`src/station_pkg.sv`:
```
package station_pkg;

	// converter result width
	localparam int SAMPLE_W = 8;

	// channel field width, plus the channel count on the analog mux
	localparam int CHAN_W = 3;
	localparam int NUM_CHANNELS = 8;

	// clock cycles per serial bit, shared with the testbench receiver
	localparam int BIT_CYCLES = 16;
	localparam int BIT_CNT_W = $clog2(BIT_CYCLES);

	// bit index inside one frame
	localparam int BIT_IDX_W = $clog2(SAMPLE_W);

	// sample buffer geometry
	localparam int FIFO_DEPTH = 2;
	localparam int PTR_W = (FIFO_DEPTH > 1) ? $clog2(FIFO_DEPTH) : 1;
	localparam int CNT_W = $clog2(FIFO_DEPTH + 1);

	// conversion sequencer states
	typedef enum logic [2:0] {
		seq_idle,
		seq_mux_settle,
		seq_start_conv,
		seq_wait_busy,
		seq_wait_done,
		seq_capture,
		seq_offer
	} seq_state_t;

	// serial transmitter states
	typedef enum logic [2:0] {
		tx_idle,
		tx_check_dsr,
		tx_start_bit,
		tx_data_bits,
		tx_stop_bit
	} tx_state_t;

endpackage

```
`src/acq_station.sv`:
```
`timescale 1ns/1ps

module acq_station (
	input  logic       clock,
	input  logic       reset,
	input  logic       eoc,
	input  logic [7:0] data_in,
	input  logic       dsr,
	output logic       soc,
	output logic       load_dato,
	output logic       mux_en,
	output logic [3:0] canale,
	output logic       add_mpx2,
	output logic       data_out,
	output logic       error
);

	logic [station_pkg::CHAN_W-1:0]   chan;

	// sequencer to buffer
	logic                             in_valid;
	logic                             in_ready;
	logic [station_pkg::CHAN_W-1:0]   in_chan;
	logic [station_pkg::SAMPLE_W-1:0] in_sample;

	// buffer to transmitter
	logic                             out_valid;
	logic                             out_ready;
	logic [station_pkg::CHAN_W-1:0]   out_chan;
	logic [station_pkg::SAMPLE_W-1:0] out_sample;

	// mux select pins, top bit unused by the eight inputs
	assign canale = {1'b0, chan};

	conv_sequencer u_seq (
		.clock     (clock),
		.reset     (reset),
		.eoc       (eoc),
		.data_in   (data_in),
		.soc       (soc),
		.load_dato (load_dato),
		.mux_en    (mux_en),
		.chan      (chan),
		.in_valid  (in_valid),
		.in_ready  (in_ready),
		.in_chan   (in_chan),
		.in_sample (in_sample)
	);

	sample_fifo u_fifo (
		.clock      (clock),
		.reset      (reset),
		.in_valid   (in_valid),
		.in_ready   (in_ready),
		.in_chan    (in_chan),
		.in_sample  (in_sample),
		.out_valid  (out_valid),
		.out_ready  (out_ready),
		.out_chan   (out_chan),
		.out_sample (out_sample)
	);

	serial_tx u_tx (
		.clock      (clock),
		.reset      (reset),
		.dsr        (dsr),
		.out_valid  (out_valid),
		.out_ready  (out_ready),
		.out_chan   (out_chan),
		.out_sample (out_sample),
		.data_out   (data_out),
		.add_mpx2   (add_mpx2),
		.error      (error)
	);

endmodule

```
`src/conv_sequencer.sv`:
```
`timescale 1ns/1ps

module conv_sequencer (
	input  logic                          clock,
	input  logic                          reset,
	input  logic                          eoc,
	input  logic [station_pkg::SAMPLE_W-1:0] data_in,
	output logic                          soc,
	output logic                          load_dato,
	output logic                          mux_en,
	output logic [station_pkg::CHAN_W-1:0]   chan,
	output logic                          in_valid,
	input  logic                          in_ready,
	output logic [station_pkg::CHAN_W-1:0]   in_chan,
	output logic [station_pkg::SAMPLE_W-1:0] in_sample
);

	station_pkg::seq_state_t state;

	// last channel before the counter wraps to zero
	localparam logic [station_pkg::CHAN_W-1:0] LAST_CHAN =
		station_pkg::CHAN_W'(station_pkg::NUM_CHANNELS - 1);

	// control path: state, converter handshake, channel counter, valid
	always_ff @(posedge clock) begin
		if (reset) begin
			state     <= station_pkg::seq_idle;
			soc       <= 1'b0;
			load_dato <= 1'b0;
			mux_en    <= 1'b0;
			chan      <= '0;
			in_valid  <= 1'b0;
		end else begin
			case (state)
				station_pkg::seq_idle: begin
					// select the channel, mux needs a cycle to settle
					mux_en <= 1'b1;
					state  <= station_pkg::seq_mux_settle;
				end
				station_pkg::seq_mux_settle: begin
					soc   <= 1'b1;
					state <= station_pkg::seq_start_conv;
				end
				station_pkg::seq_start_conv: begin
					// soc is up, give the converter its first look at it
					state <= station_pkg::seq_wait_busy;
				end
				station_pkg::seq_wait_busy: begin
					// converter reports busy by raising eoc
					if (eoc) begin
						state <= station_pkg::seq_wait_done;
					end
				end
				station_pkg::seq_wait_done: begin
					// eoc falling means data_in now holds the result
					if (!eoc) begin
						load_dato <= 1'b1;
						state     <= station_pkg::seq_capture;
					end
				end
				station_pkg::seq_capture: begin
					load_dato <= 1'b0;
					in_valid  <= 1'b1;
					state     <= station_pkg::seq_offer;
				end
				station_pkg::seq_offer: begin
					// hold the pair until the buffer takes it
					if (in_ready) begin
						in_valid <= 1'b0;
						soc      <= 1'b0;
						mux_en   <= 1'b0;
						if (chan == LAST_CHAN) begin
							chan <= '0;
						end else begin
							chan <= chan + 1'b1;
						end
						state <= station_pkg::seq_idle;
					end
				end
				default: begin
					state <= station_pkg::seq_idle;
				end
			endcase
		end
	end

	// payload, latched while load_dato is high
	always_ff @(posedge clock) begin
		if (state == station_pkg::seq_capture) begin
			in_sample <= data_in;
			in_chan   <= chan;
		end
	end

	// the result is only latched while a conversion is open
	a_load_inside_soc: assert property (
		@(posedge clock) disable iff (reset)
		load_dato |-> soc
	) else $error("load_dato high without soc");

	// an offered pair stays up and unchanged until the buffer accepts it
	a_valid_held: assert property (
		@(posedge clock) disable iff (reset)
		(in_valid && !in_ready) |=> (in_valid && $stable(in_chan) && $stable(in_sample))
	) else $error("in_valid dropped or payload changed before transfer");

endmodule

```
`src/sample_fifo.sv`:
```
`timescale 1ns/1ps

module sample_fifo (
	input  logic                          clock,
	input  logic                          reset,
	input  logic                          in_valid,
	output logic                          in_ready,
	input  logic [station_pkg::CHAN_W-1:0]   in_chan,
	input  logic [station_pkg::SAMPLE_W-1:0] in_sample,
	output logic                          out_valid,
	input  logic                          out_ready,
	output logic [station_pkg::CHAN_W-1:0]   out_chan,
	output logic [station_pkg::SAMPLE_W-1:0] out_sample
);

	localparam logic [station_pkg::PTR_W-1:0] LAST_PTR =
		station_pkg::PTR_W'(station_pkg::FIFO_DEPTH - 1);
	localparam logic [station_pkg::CNT_W-1:0] FULL_CNT =
		station_pkg::CNT_W'(station_pkg::FIFO_DEPTH);

	logic [station_pkg::CHAN_W-1:0]   chan_mem   [station_pkg::FIFO_DEPTH];
	logic [station_pkg::SAMPLE_W-1:0] sample_mem [station_pkg::FIFO_DEPTH];
	logic [station_pkg::PTR_W-1:0]    wr_ptr;
	logic [station_pkg::PTR_W-1:0]    rd_ptr;
	logic [station_pkg::CNT_W-1:0]    count;
	logic [station_pkg::CNT_W-1:0]    count_next;
	logic                             wr_en;
	logic                             rd_en;

	assign wr_en = in_valid && in_ready;
	assign rd_en = out_valid && out_ready;

	// head of the queue goes straight out
	assign out_valid  = (count != '0);
	assign out_chan   = chan_mem[rd_ptr];
	assign out_sample = sample_mem[rd_ptr];

	// occupancy after this edge, a read and write together leave it alone
	always_comb begin
		count_next = count;
		if (wr_en && !rd_en) begin
			count_next = count + 1'b1;
		end else if (rd_en && !wr_en) begin
			count_next = count - 1'b1;
		end
	end

	always_ff @(posedge clock) begin
		if (reset) begin
			wr_ptr   <= '0;
			rd_ptr   <= '0;
			count    <= '0;
			in_ready <= 1'b0;
		end else begin
			count <= count_next;
			// ready comes from our own occupancy only
			in_ready <= (count_next < FULL_CNT);
			if (wr_en) begin
				wr_ptr <= (wr_ptr == LAST_PTR) ? '0 : wr_ptr + 1'b1;
			end
			if (rd_en) begin
				rd_ptr <= (rd_ptr == LAST_PTR) ? '0 : rd_ptr + 1'b1;
			end
		end
	end

	// storage
	always_ff @(posedge clock) begin
		if (wr_en) begin
			chan_mem[wr_ptr]   <= in_chan;
			sample_mem[wr_ptr] <= in_sample;
		end
	end

	// a full buffer only takes a word when the head leaves in the same edge
	a_no_overflow: assert property (
		@(posedge clock) disable iff (reset)
		wr_en |-> ((count != FULL_CNT) || rd_en)
	) else $error("write accepted into a full buffer");

endmodule

```
`src/serial_tx.sv`:
```
`timescale 1ns/1ps

module serial_tx (
	input  logic                          clock,
	input  logic                          reset,
	input  logic                          dsr,
	input  logic                          out_valid,
	output logic                          out_ready,
	input  logic [station_pkg::CHAN_W-1:0]   out_chan,
	input  logic [station_pkg::SAMPLE_W-1:0] out_sample,
	output logic                          data_out,
	output logic                          add_mpx2,
	output logic                          error
);

	localparam logic [station_pkg::BIT_CNT_W-1:0] LAST_CYCLE =
		station_pkg::BIT_CNT_W'(station_pkg::BIT_CYCLES - 1);
	localparam logic [station_pkg::BIT_IDX_W-1:0] LAST_BIT =
		station_pkg::BIT_IDX_W'(station_pkg::SAMPLE_W - 1);

	station_pkg::tx_state_t state;

	logic [station_pkg::BIT_CNT_W-1:0] bit_cnt;
	logic [station_pkg::BIT_IDX_W-1:0] bit_idx;
	logic [station_pkg::SAMPLE_W-1:0]  shift_reg;
	logic [station_pkg::SAMPLE_W-1:0]  sample_hold;
	// frame selector is high while the data frame is on the line
	logic                              data_frame;
	logic                              bit_end;

	assign add_mpx2 = data_frame;
	assign bit_end  = (bit_cnt == LAST_CYCLE);

	always_ff @(posedge clock) begin
		if (reset) begin
			state      <= station_pkg::tx_idle;
			out_ready  <= 1'b0;
			data_out   <= 1'b1;
			error      <= 1'b0;
			data_frame <= 1'b0;
			bit_cnt    <= '0;
			bit_idx    <= '0;
		end else begin
			// bit period counter runs only while a frame is on the line
			if (state == station_pkg::tx_start_bit || state == station_pkg::tx_data_bits ||
					state == station_pkg::tx_stop_bit) begin
				bit_cnt <= bit_end ? '0 : bit_cnt + 1'b1;
			end else begin
				bit_cnt <= '0;
			end
			case (state)
				station_pkg::tx_idle: begin
					if (out_valid && out_ready) begin
						out_ready <= 1'b0;
						state     <= station_pkg::tx_check_dsr;
					end else begin
						out_ready <= 1'b1;
					end
				end
				station_pkg::tx_check_dsr: begin
					// hold the pair and flag it while the receiver is not ready
					if (dsr) begin
						error    <= 1'b0;
						data_out <= 1'b0;
						state    <= station_pkg::tx_start_bit;
					end else begin
						error <= 1'b1;
					end
				end
				station_pkg::tx_start_bit: begin
					if (bit_end) begin
						data_out <= shift_reg[station_pkg::SAMPLE_W-1];
						bit_idx  <= '0;
						state    <= station_pkg::tx_data_bits;
					end
				end
				station_pkg::tx_data_bits: begin
					// msb first so the next bit always sits at the top of the shifter
					if (bit_end) begin
						if (bit_idx == LAST_BIT) begin
							data_out <= 1'b1;
							state    <= station_pkg::tx_stop_bit;
						end else begin
							data_out <= shift_reg[station_pkg::SAMPLE_W-1];
							bit_idx  <= bit_idx + 1'b1;
						end
					end
				end
				station_pkg::tx_stop_bit: begin
					if (bit_end) begin
						if (!data_frame) begin
							// header done and the data frame follows with no gap
							data_frame <= 1'b1;
							data_out   <= 1'b0;
							state      <= station_pkg::tx_start_bit;
						end else begin
							data_frame <= 1'b0;
							out_ready  <= 1'b1;
							state      <= station_pkg::tx_idle;
						end
					end
				end
				default: begin
					state <= station_pkg::tx_idle;
				end
			endcase
		end
	end

	// payload path loads the header byte first, then the held sample
	always_ff @(posedge clock) begin
		if (state == station_pkg::tx_idle && out_valid && out_ready) begin
			shift_reg <= {{(station_pkg::SAMPLE_W - station_pkg::CHAN_W){1'b0}}, out_chan};
			sample_hold <= out_sample;
		end else if (state == station_pkg::tx_stop_bit && bit_end && !data_frame) begin
			shift_reg <= sample_hold;
		end else if (bit_end && (state == station_pkg::tx_start_bit ||
				state == station_pkg::tx_data_bits)) begin
			shift_reg <= shift_reg << 1;
		end
	end

	// while held off nothing may be on the line
	a_error_quiet: assert property (
		@(posedge clock) disable iff (reset)
		error |-> (data_out && !(state inside {station_pkg::tx_start_bit,
			station_pkg::tx_data_bits, station_pkg::tx_stop_bit}))
	) else $error("error raised while a frame is being sent");

	a_mpx2_not_idle: assert property (
		@(posedge clock) disable iff (reset)
		add_mpx2 |-> (state != station_pkg::tx_idle)
	) else $error("add_mpx2 high in idle");

endmodule

```
`config.mk`:
```
export PLATFORM = sky130hd
export DESIGN_NAME = acq_station
export DESIGN_NICKNAME = d
export VERILOG_FILES = /design/src/station_pkg.sv /design/src/acq_station.sv /design/src/conv_sequencer.sv /design/src/sample_fifo.sv /design/src/serial_tx.sv
export SDC_FILE = /design/constraint.sdc
export NUM_CORES = 1
export LEC_CHECK = 0
export ABC_AREA = 1
export BUFFER_PORTS_ARGS = -buffer_cell sky130_fd_sc_hd__buf_2
export CAP_MARGIN = 0
export CORE_UTILIZATION = 59
export CTS_CLUSTER_DIAMETER = 30
export CTS_CLUSTER_SIZE = 40
export DETAILED_ROUTE_END_ITERATION = 16
export PLACE_DENSITY = 0.78
export SYNTH_ARGS = -nofsm -noshare
export SYNTH_HDL_FRONTEND = slang
export SYNTH_HIERARCHICAL = 1
export SYNTH_SLANG_ARGS = --single-unit
```
`constraint.sdc`:
```
create_clock -name clock -period 2.06 [get_ports clock]
set_input_delay 0.309 -clock clock [delete_from_list [all_inputs] [get_ports clock]]
set_output_delay 0.309 -clock clock [all_outputs]
set_load 0.05 [all_outputs]
```
## After elaboration in Yosys (flattened, before gate mapping)

Memory sizes are Yosys's and may differ from the RTL's. A register that Yosys moved wholly into a read port is not among the register bits.
Index checks and enable logic that the tools add are counted.
Widths: inputs -> output; s select.

| word-level totals | value |
|---|---|
| register bits | 48 |
| bits in latches | 0 |
| bits in writable memories | 22 |
| memory bits (read-only) | 0 |
| input bits | 12 |
| output and inout bits | 10 |
| logic and storage cells | 142 |
| memories kept | 2 |

| operators by class | value |
|---|---|
| add/sub/neg operators | 7 |
| multipliers | 0 |
| divide/modulo/power cells | 0 |
| $lt $le $gt $ge | 1 |
| equal/unequal tests | 25 |
| shifts and indexed selects | 0 |
| muxes and demuxes | 47 |
| bitwise logic cells | 1 |
| reduce and logical (&&, ||, !) cells | 38 |

Memories:

| memory | words | bits a word | rd ports | clocked after Yosys merged registers in | wr ports | RTL line | source |
|---|---|---|---|---|---|---|---|
| u_fifo.sample_mem | 2 | 8 | 1 | 1 | 1 | sample_fifo.sv:22 | `logic [station_pkg::SAMPLE_W-1:0] sample_mem [station_pkg::FIFO_DEPTH];` |
| u_fifo.chan_mem | 2 | 3 | 1 | 1 | 1 | sample_fifo.sv:21 | `logic [station_pkg::CHAN_W-1:0] chan_mem [station_pkg::FIFO_DEPTH];` |

Operators with widths:

| kind | count |
|---|---|
| $mux 3 | 14 |
| $pmux 3 s7 | 1 |
| $mux 1 | 19 |
| $eq 3x3->1 const B | 6 |
| $mux 8 | 2 |
| $reduce_bool 2->1 | 8 |
| $pmux 3 s5 | 1 |
| $ne 2x2->1 const B | 7 |
| $eq 3x2->1 const B | 4 |
| $reduce_and 2->1 | 6 |
| $reduce_and 6->1 | 2 |
| $ne 2x1->1 const B | 5 |
| $pmux 1 s2 | 5 |
| $logic_and 1x1->1 | 9 |
| $add 3x1->3 const B | 2 |
| $eq 3x1->1 const B | 2 |
| $logic_not 3->1 | 2 |
| $mux 2 | 3 |
| $pmux 3 s2 | 1 |
| $reduce_and 3->1 | 2 |
| $add 4x1->4 const B | 1 |
| $eq 4x4->1 const B | 1 |
| $pmux 1 s4 | 1 |
| $reduce_and 4->1 | 1 |
| 10 further kinds | 14 |

## Longest topological paths before layout

| logic depth | value |
|---|---|
| depth after elaboration | 6 |
| mapped depth | 10 |

## Modules after synthesis

Netlist, hierarchy kept.

By module, submodules not included:

| module | times used | cells each | area an instance (um2) |
|---|---|---|---|
| serial_tx | 1 | 150 | 1390.1 |
| sample_fifo | 1 | 79 | 1132.3 |
| conv_sequencer | 1 | 75 | 789.5 |
| acq_station | 1 | 2 | 11.3 |

## Least setup slack after synthesis

No wires, ideal clock.

| path | value |
|---|---|
| kind | reg-to-reg |
| start point | register u_fifo/count[0] (netlist bit) |
| end point | register u_tx/shift_reg[0] (netlist bit) (enable) |
| library setup time | 0.304 ns |
| arrival time | 1.366 ns |
| data required time | 1.756 ns |
| path slack | 0.390 ns |
| cell stages (with the launch flop) | 8 |
| path buffers | 0 |
| clock period less this slack | 1.670 ns |
| cell sequence | dfxtp_1 -> inv_1 -> ha_1 -> inv_1 -> nand2_1 -> nor3_4 -> inv_2 -> nand2_2 |

| on the way | value |
|---|---|
| longest elaborated chain between the ends | 4 |

Ends and longest elaborated chain:

| what | RTL line | source |
|---|---|---|
| from (decl) | sample_fifo.sv:25 | `logic [station_pkg::CNT_W-1:0] count;` |
| from (signal assigned) | sample_fifo.sv:55 | `count <= count_next;` |
| $reduce_bool 2->1 | sample_fifo.sv:34 | `assign out_valid = (count != '0);` |
| net out_valid | acq_station.sv:27 | `logic out_valid;` |
| $logic_and 1x1->1 (2 in a row) | serial_tx.sv:112 | `if (state == station_pkg::tx_idle && out_valid && out_ready) begin` |
| $reduce_bool 3->1 (no source line) | n/a |  |
| to (signal assigned) | serial_tx.sv:113 | `shift_reg <= {{(station_pkg::SAMPLE_W - station_pkg::CHAN_W){1'b0}}, out_chan};` |
| to (signal assigned) | serial_tx.sv:116 | `shift_reg <= sample_hold;` |
| to (signal assigned) | serial_tx.sv:119 | `shift_reg <= shift_reg << 1;` |
| to (decl) | serial_tx.sv:25 | `logic [station_pkg::SAMPLE_W-1:0] shift_reg;` |

The timed path passes the listed nets, and every way through them passes these cells.
A chain may end at the register's enable or synchronous reset.

## Final worst setup path

| path | value |
|---|---|
| start point | register u_fifo/count[0] (netlist bit) |
| end point | register u_tx/shift_reg[1] (netlist bit) (data pin) |

| on the way | value |
|---|---|
| longest elaborated chain between the ends | 4 |

Ends and longest elaborated chain:

| what | RTL line |
|---|---|
| $reduce_bool 2->1 | sample_fifo.sv:34 |
| net out_valid | acq_station.sv:27 |
| $logic_and 1x1->1 (2 in a row) | serial_tx.sv:112 |
| $mux 3 | serial_tx.sv:112 |

The timed path passes the listed nets, and every way through them passes these cells.

==> flow_metrics.env <==
export IMPL_outcome="finished, final reports clean"
export IMPL_fp_dieW_um=77.1
export IMPL_critical_path_max_stage_delay_ns=0.36
export IMPL_setup_viol=0
export IMPL_worstMarginPinSlew_ns=0.521
export IMPL_core_mm2=0.00527
export IMPL_initial_utilization=0.631
export IMPL_final_setup_skew_ns=0.0106
export IMPL_yosys_most_used_dff="edfxtp_1"
export IMPL_clockBufferDepth=2
export IMPL_syn_avg_cell_area_um2=10.9
export IMPL_finalHoldViolCount=0
export IMPL_rrSetupSlack_ns=0.48
export IMPL_grt_max_degree=18
export IMPL_rsz0062_at_grt="no"
export IMPL_irDropWorstVdd_mv=0.796
export IMPL_grt_pass1_vias=1917
export IMPL_largest_reg_flops=16
export IMPL_synth_seq_cells=79
export IMPL_yosysMostFrequentCell="nand2_1"
export IMPL_synth_cell_types=35
export IMPL_place_ws_ns=0.510
export IMPL_drc=0
export IMPL_grt_pass1_wl_um=8270
export IMPL_clkSinkCount=79
export IMPL_synth_net_count=326
export IMPL_antenna_found_initial=0
export IMPL_ant_nets=0
export IMPL_cts_root_buf="clkbuf_8"
export IMPL_power_density_mw_per_mm2=958
export IMPL_num_rows=26
export IMPL_maxSlewHeadroom=0.653
export IMPL_synthCells=306
export IMPL_first_iter_violations=79
export IMPL_critPathTopFamily="buffers and inverters"
export IMPL_ios=22
export IMPL_critPathSlowestCell="dfxtp_1"
export IMPL_hold_buffers=0
export IMPL_h_tree_depth=3
export IMPL_worst_setup_path_type="flop to flop"
export IMPL_hold_class="primary input to flop"
export IMPL_clk_latency_ns=0.35
export IMPL_synth_common_cells="nand2_1, edfxtp_1, nor2_1, dfxtp_1, inv_1"
export IMPL_die_area_mm2=0.00594
export IMPL_cts_tree="yes"
export IMPL_synth_area_mm2=0.00332
export IMPL_drv_slew=0
export IMPL_drive_gt1_frac=0.222
export IMPL_overflow=0
export IMPL_cts_resized=0
export IMPL_yosysSeqAreaShare=0.608
export IMPL_drt_wirelength_per_cell_um=12.2
export IMPL_min_period_ns=1.58
export IMPL_largest_register="u_fifo/sample_mem"
export IMPL_antenna_cells=0
export IMPL_fmax_mhz=633
export IMPL_cts_reportedPaths_clkPinSlew_ns=0.09
export IMPL_die_h_um=77.1
export IMPL_cp_required_ns=2.26
export IMPL_setup_ws_ns=0.480
export IMPL_port_buffers=20
export IMPL_finalPower_mw=3.55
export IMPL_fin_setup_tns_ns=0
export IMPL_synth_top_cell_area_share=0.398
export IMPL_synthTopCellsByArea="edfxtp_1, dfxtp_1, nand2_1, mux2_4, nor2_1"
export IMPL_area_growth_pct=11.5
export IMPL_multi_input_area_mm2=0.00115
export IMPL_synth_edf_count=44
export IMPL_async_flop_share=0
export IMPL_first_pass_iters=4
export IMPL_viasPerCell=5.07
export IMPL_worstPathArrival_ns=1.78
export IMPL_drt_wl_total_um=5050
export IMPL_path_cells="inv_1 -> ha_1 -> inv_1 -> nand2_1 -> nor3_4 -> buf_4 -> a21oi_1 -> a21oi_1"
export IMPL_setup_worst_path_end_class="flop"
export IMPL_start_kind="flop"
export IMPL_period_share=0.767
export IMPL_vias=2094
export IMPL_grt_use_total=0.183
export IMPL_maxCapViolations=0
export IMPL_cp_buffers_inverters=3
export IMPL_post_cts_setup_buffers=0
export IMPL_utilization=0.703
export IMPL_numCtsBuffers=9
export IMPL_yosysTopAreaCell="edfxtp_1"
export IMPL_globalplace_congestion=0.845
export IMPL_crit_fanout=12
export IMPL_power_leakage_nw=1.54
export IMPL_yosysWarnings=6
export IMPL_place_hpwl_um=3680
export IMPL_register_area_mm2=0.00202
export IMPL_num_fill_cells=365
export IMPL_final_nets=358
[power by group]
| group | switching (mW) | internal (mW) |
|---|---|---|
| Clock | 0.613 | 0.475 |
| Sequential | 0.103 | 1.76 |
| Combinational | 0.389 | 0.210 |
[through the flow]
| stage | cell area (µm²) | std cells | hold WS [ns] |
|---|---|---|---|
| after CTS | 3710 | 413 | 0.104 |
| final | 3710 | 413 | 0.123 |
| after detailed placement | 3510 | 397 | 0.430 |
| after global routing | 3710 | 413 | 0.0948 |
| after floorplan | 3320 | 306 | 0.378 |
| after global placement | 3510 | 397 | 0.426 |
[logic make-up after synthesis]
group / count (synthesis) / share of synthesized area
and+or+nand+nor: 132 / 0.193
DFF: 79 / 0.608
AOI/OAI and AO/OA: 38 / 0.0693
buffers and inverters: 36 / 0.0467
muxes: 11 / 0.0486
adders and majority gates: 8 / 0.0301
other: 1 / 0.00113
xor gates and xnor gates: 1 / 0.00264
[cell usage in the layout, fill, tap and decap left out, types with 2 or more instances in the layout]
cell      synthesis  routed
a21oi_1          20      20
a22oi_1           4       4
buf_2             0      20
buf_4             1       5
clkbuf_8          0       9
dfxtp_1          35      35
edfxtp_1         44      44
ha_1              8       8
inv_1            29      29
inv_2             2       2
inv_6             0       3
inv_8             0       3
mux2_4           10      10
nand2_1          56      56
nand2_2           5       5
nand3_1          15      15
nand3_4           3       3
nand4_1           2       2
nor2_1           37      37
nor2_2            5       5
nor2_4            2       2
nor3_1            2       2
o211a_1           2       2
o21ai_0           5       5
o21ai_2           3       3
o21bai_1          2       2
[area by class of cell]
| class | count | area share |
|---|---|---|
| Clock buffer | 9 | 0.0334 |
| Clock inverter | 7 | 0.0182 |
| Inverter | 32 | 0.0327 |
| Multi-Input combinational cell | 191 | 0.309 |
| Sequential cell | 79 | 0.546 |
| Tap cell | 70 | 0.0236 |
| Timing Repair Buffer | 25 | 0.0371 |
[worst paths after layout]
kind | from | to | cells after the start
setup reg to reg | u_fifo/count[0] | u_tx/shift_reg[1] | 8
hold reg to reg | u_seq/in_sample[6] | u_fifo/sample_mem[1][6] | 0
setup / recovery | u_fifo/count[0] | u_tx/shift_reg[1] | 8
hold / removal | data_in[1] | u_seq/in_sample[1] | 1
[per-layer routing]
metal  up-vias  part of all wire  global-route usage
li1       1093                 -                   -
met5         -                 0                   0
met1       954              0.44               0.210
met2        42              0.50               0.312
met3         5             0.043              0.0714
met4         0            0.0089              0.0642
[worst register-to-register path, stage by stage (launching register included)]
cell,delay [ns]
dfxtp_1,0.36
inv_1,0.07
ha_1,0.21
inv_1,0.08
nand2_1,0.10
nor3_4,0.21
buf_4,0.23
a21oi_1,0.06
a21oi_1,0.13
No activity file was read; power rests on OpenSTA's default activity.
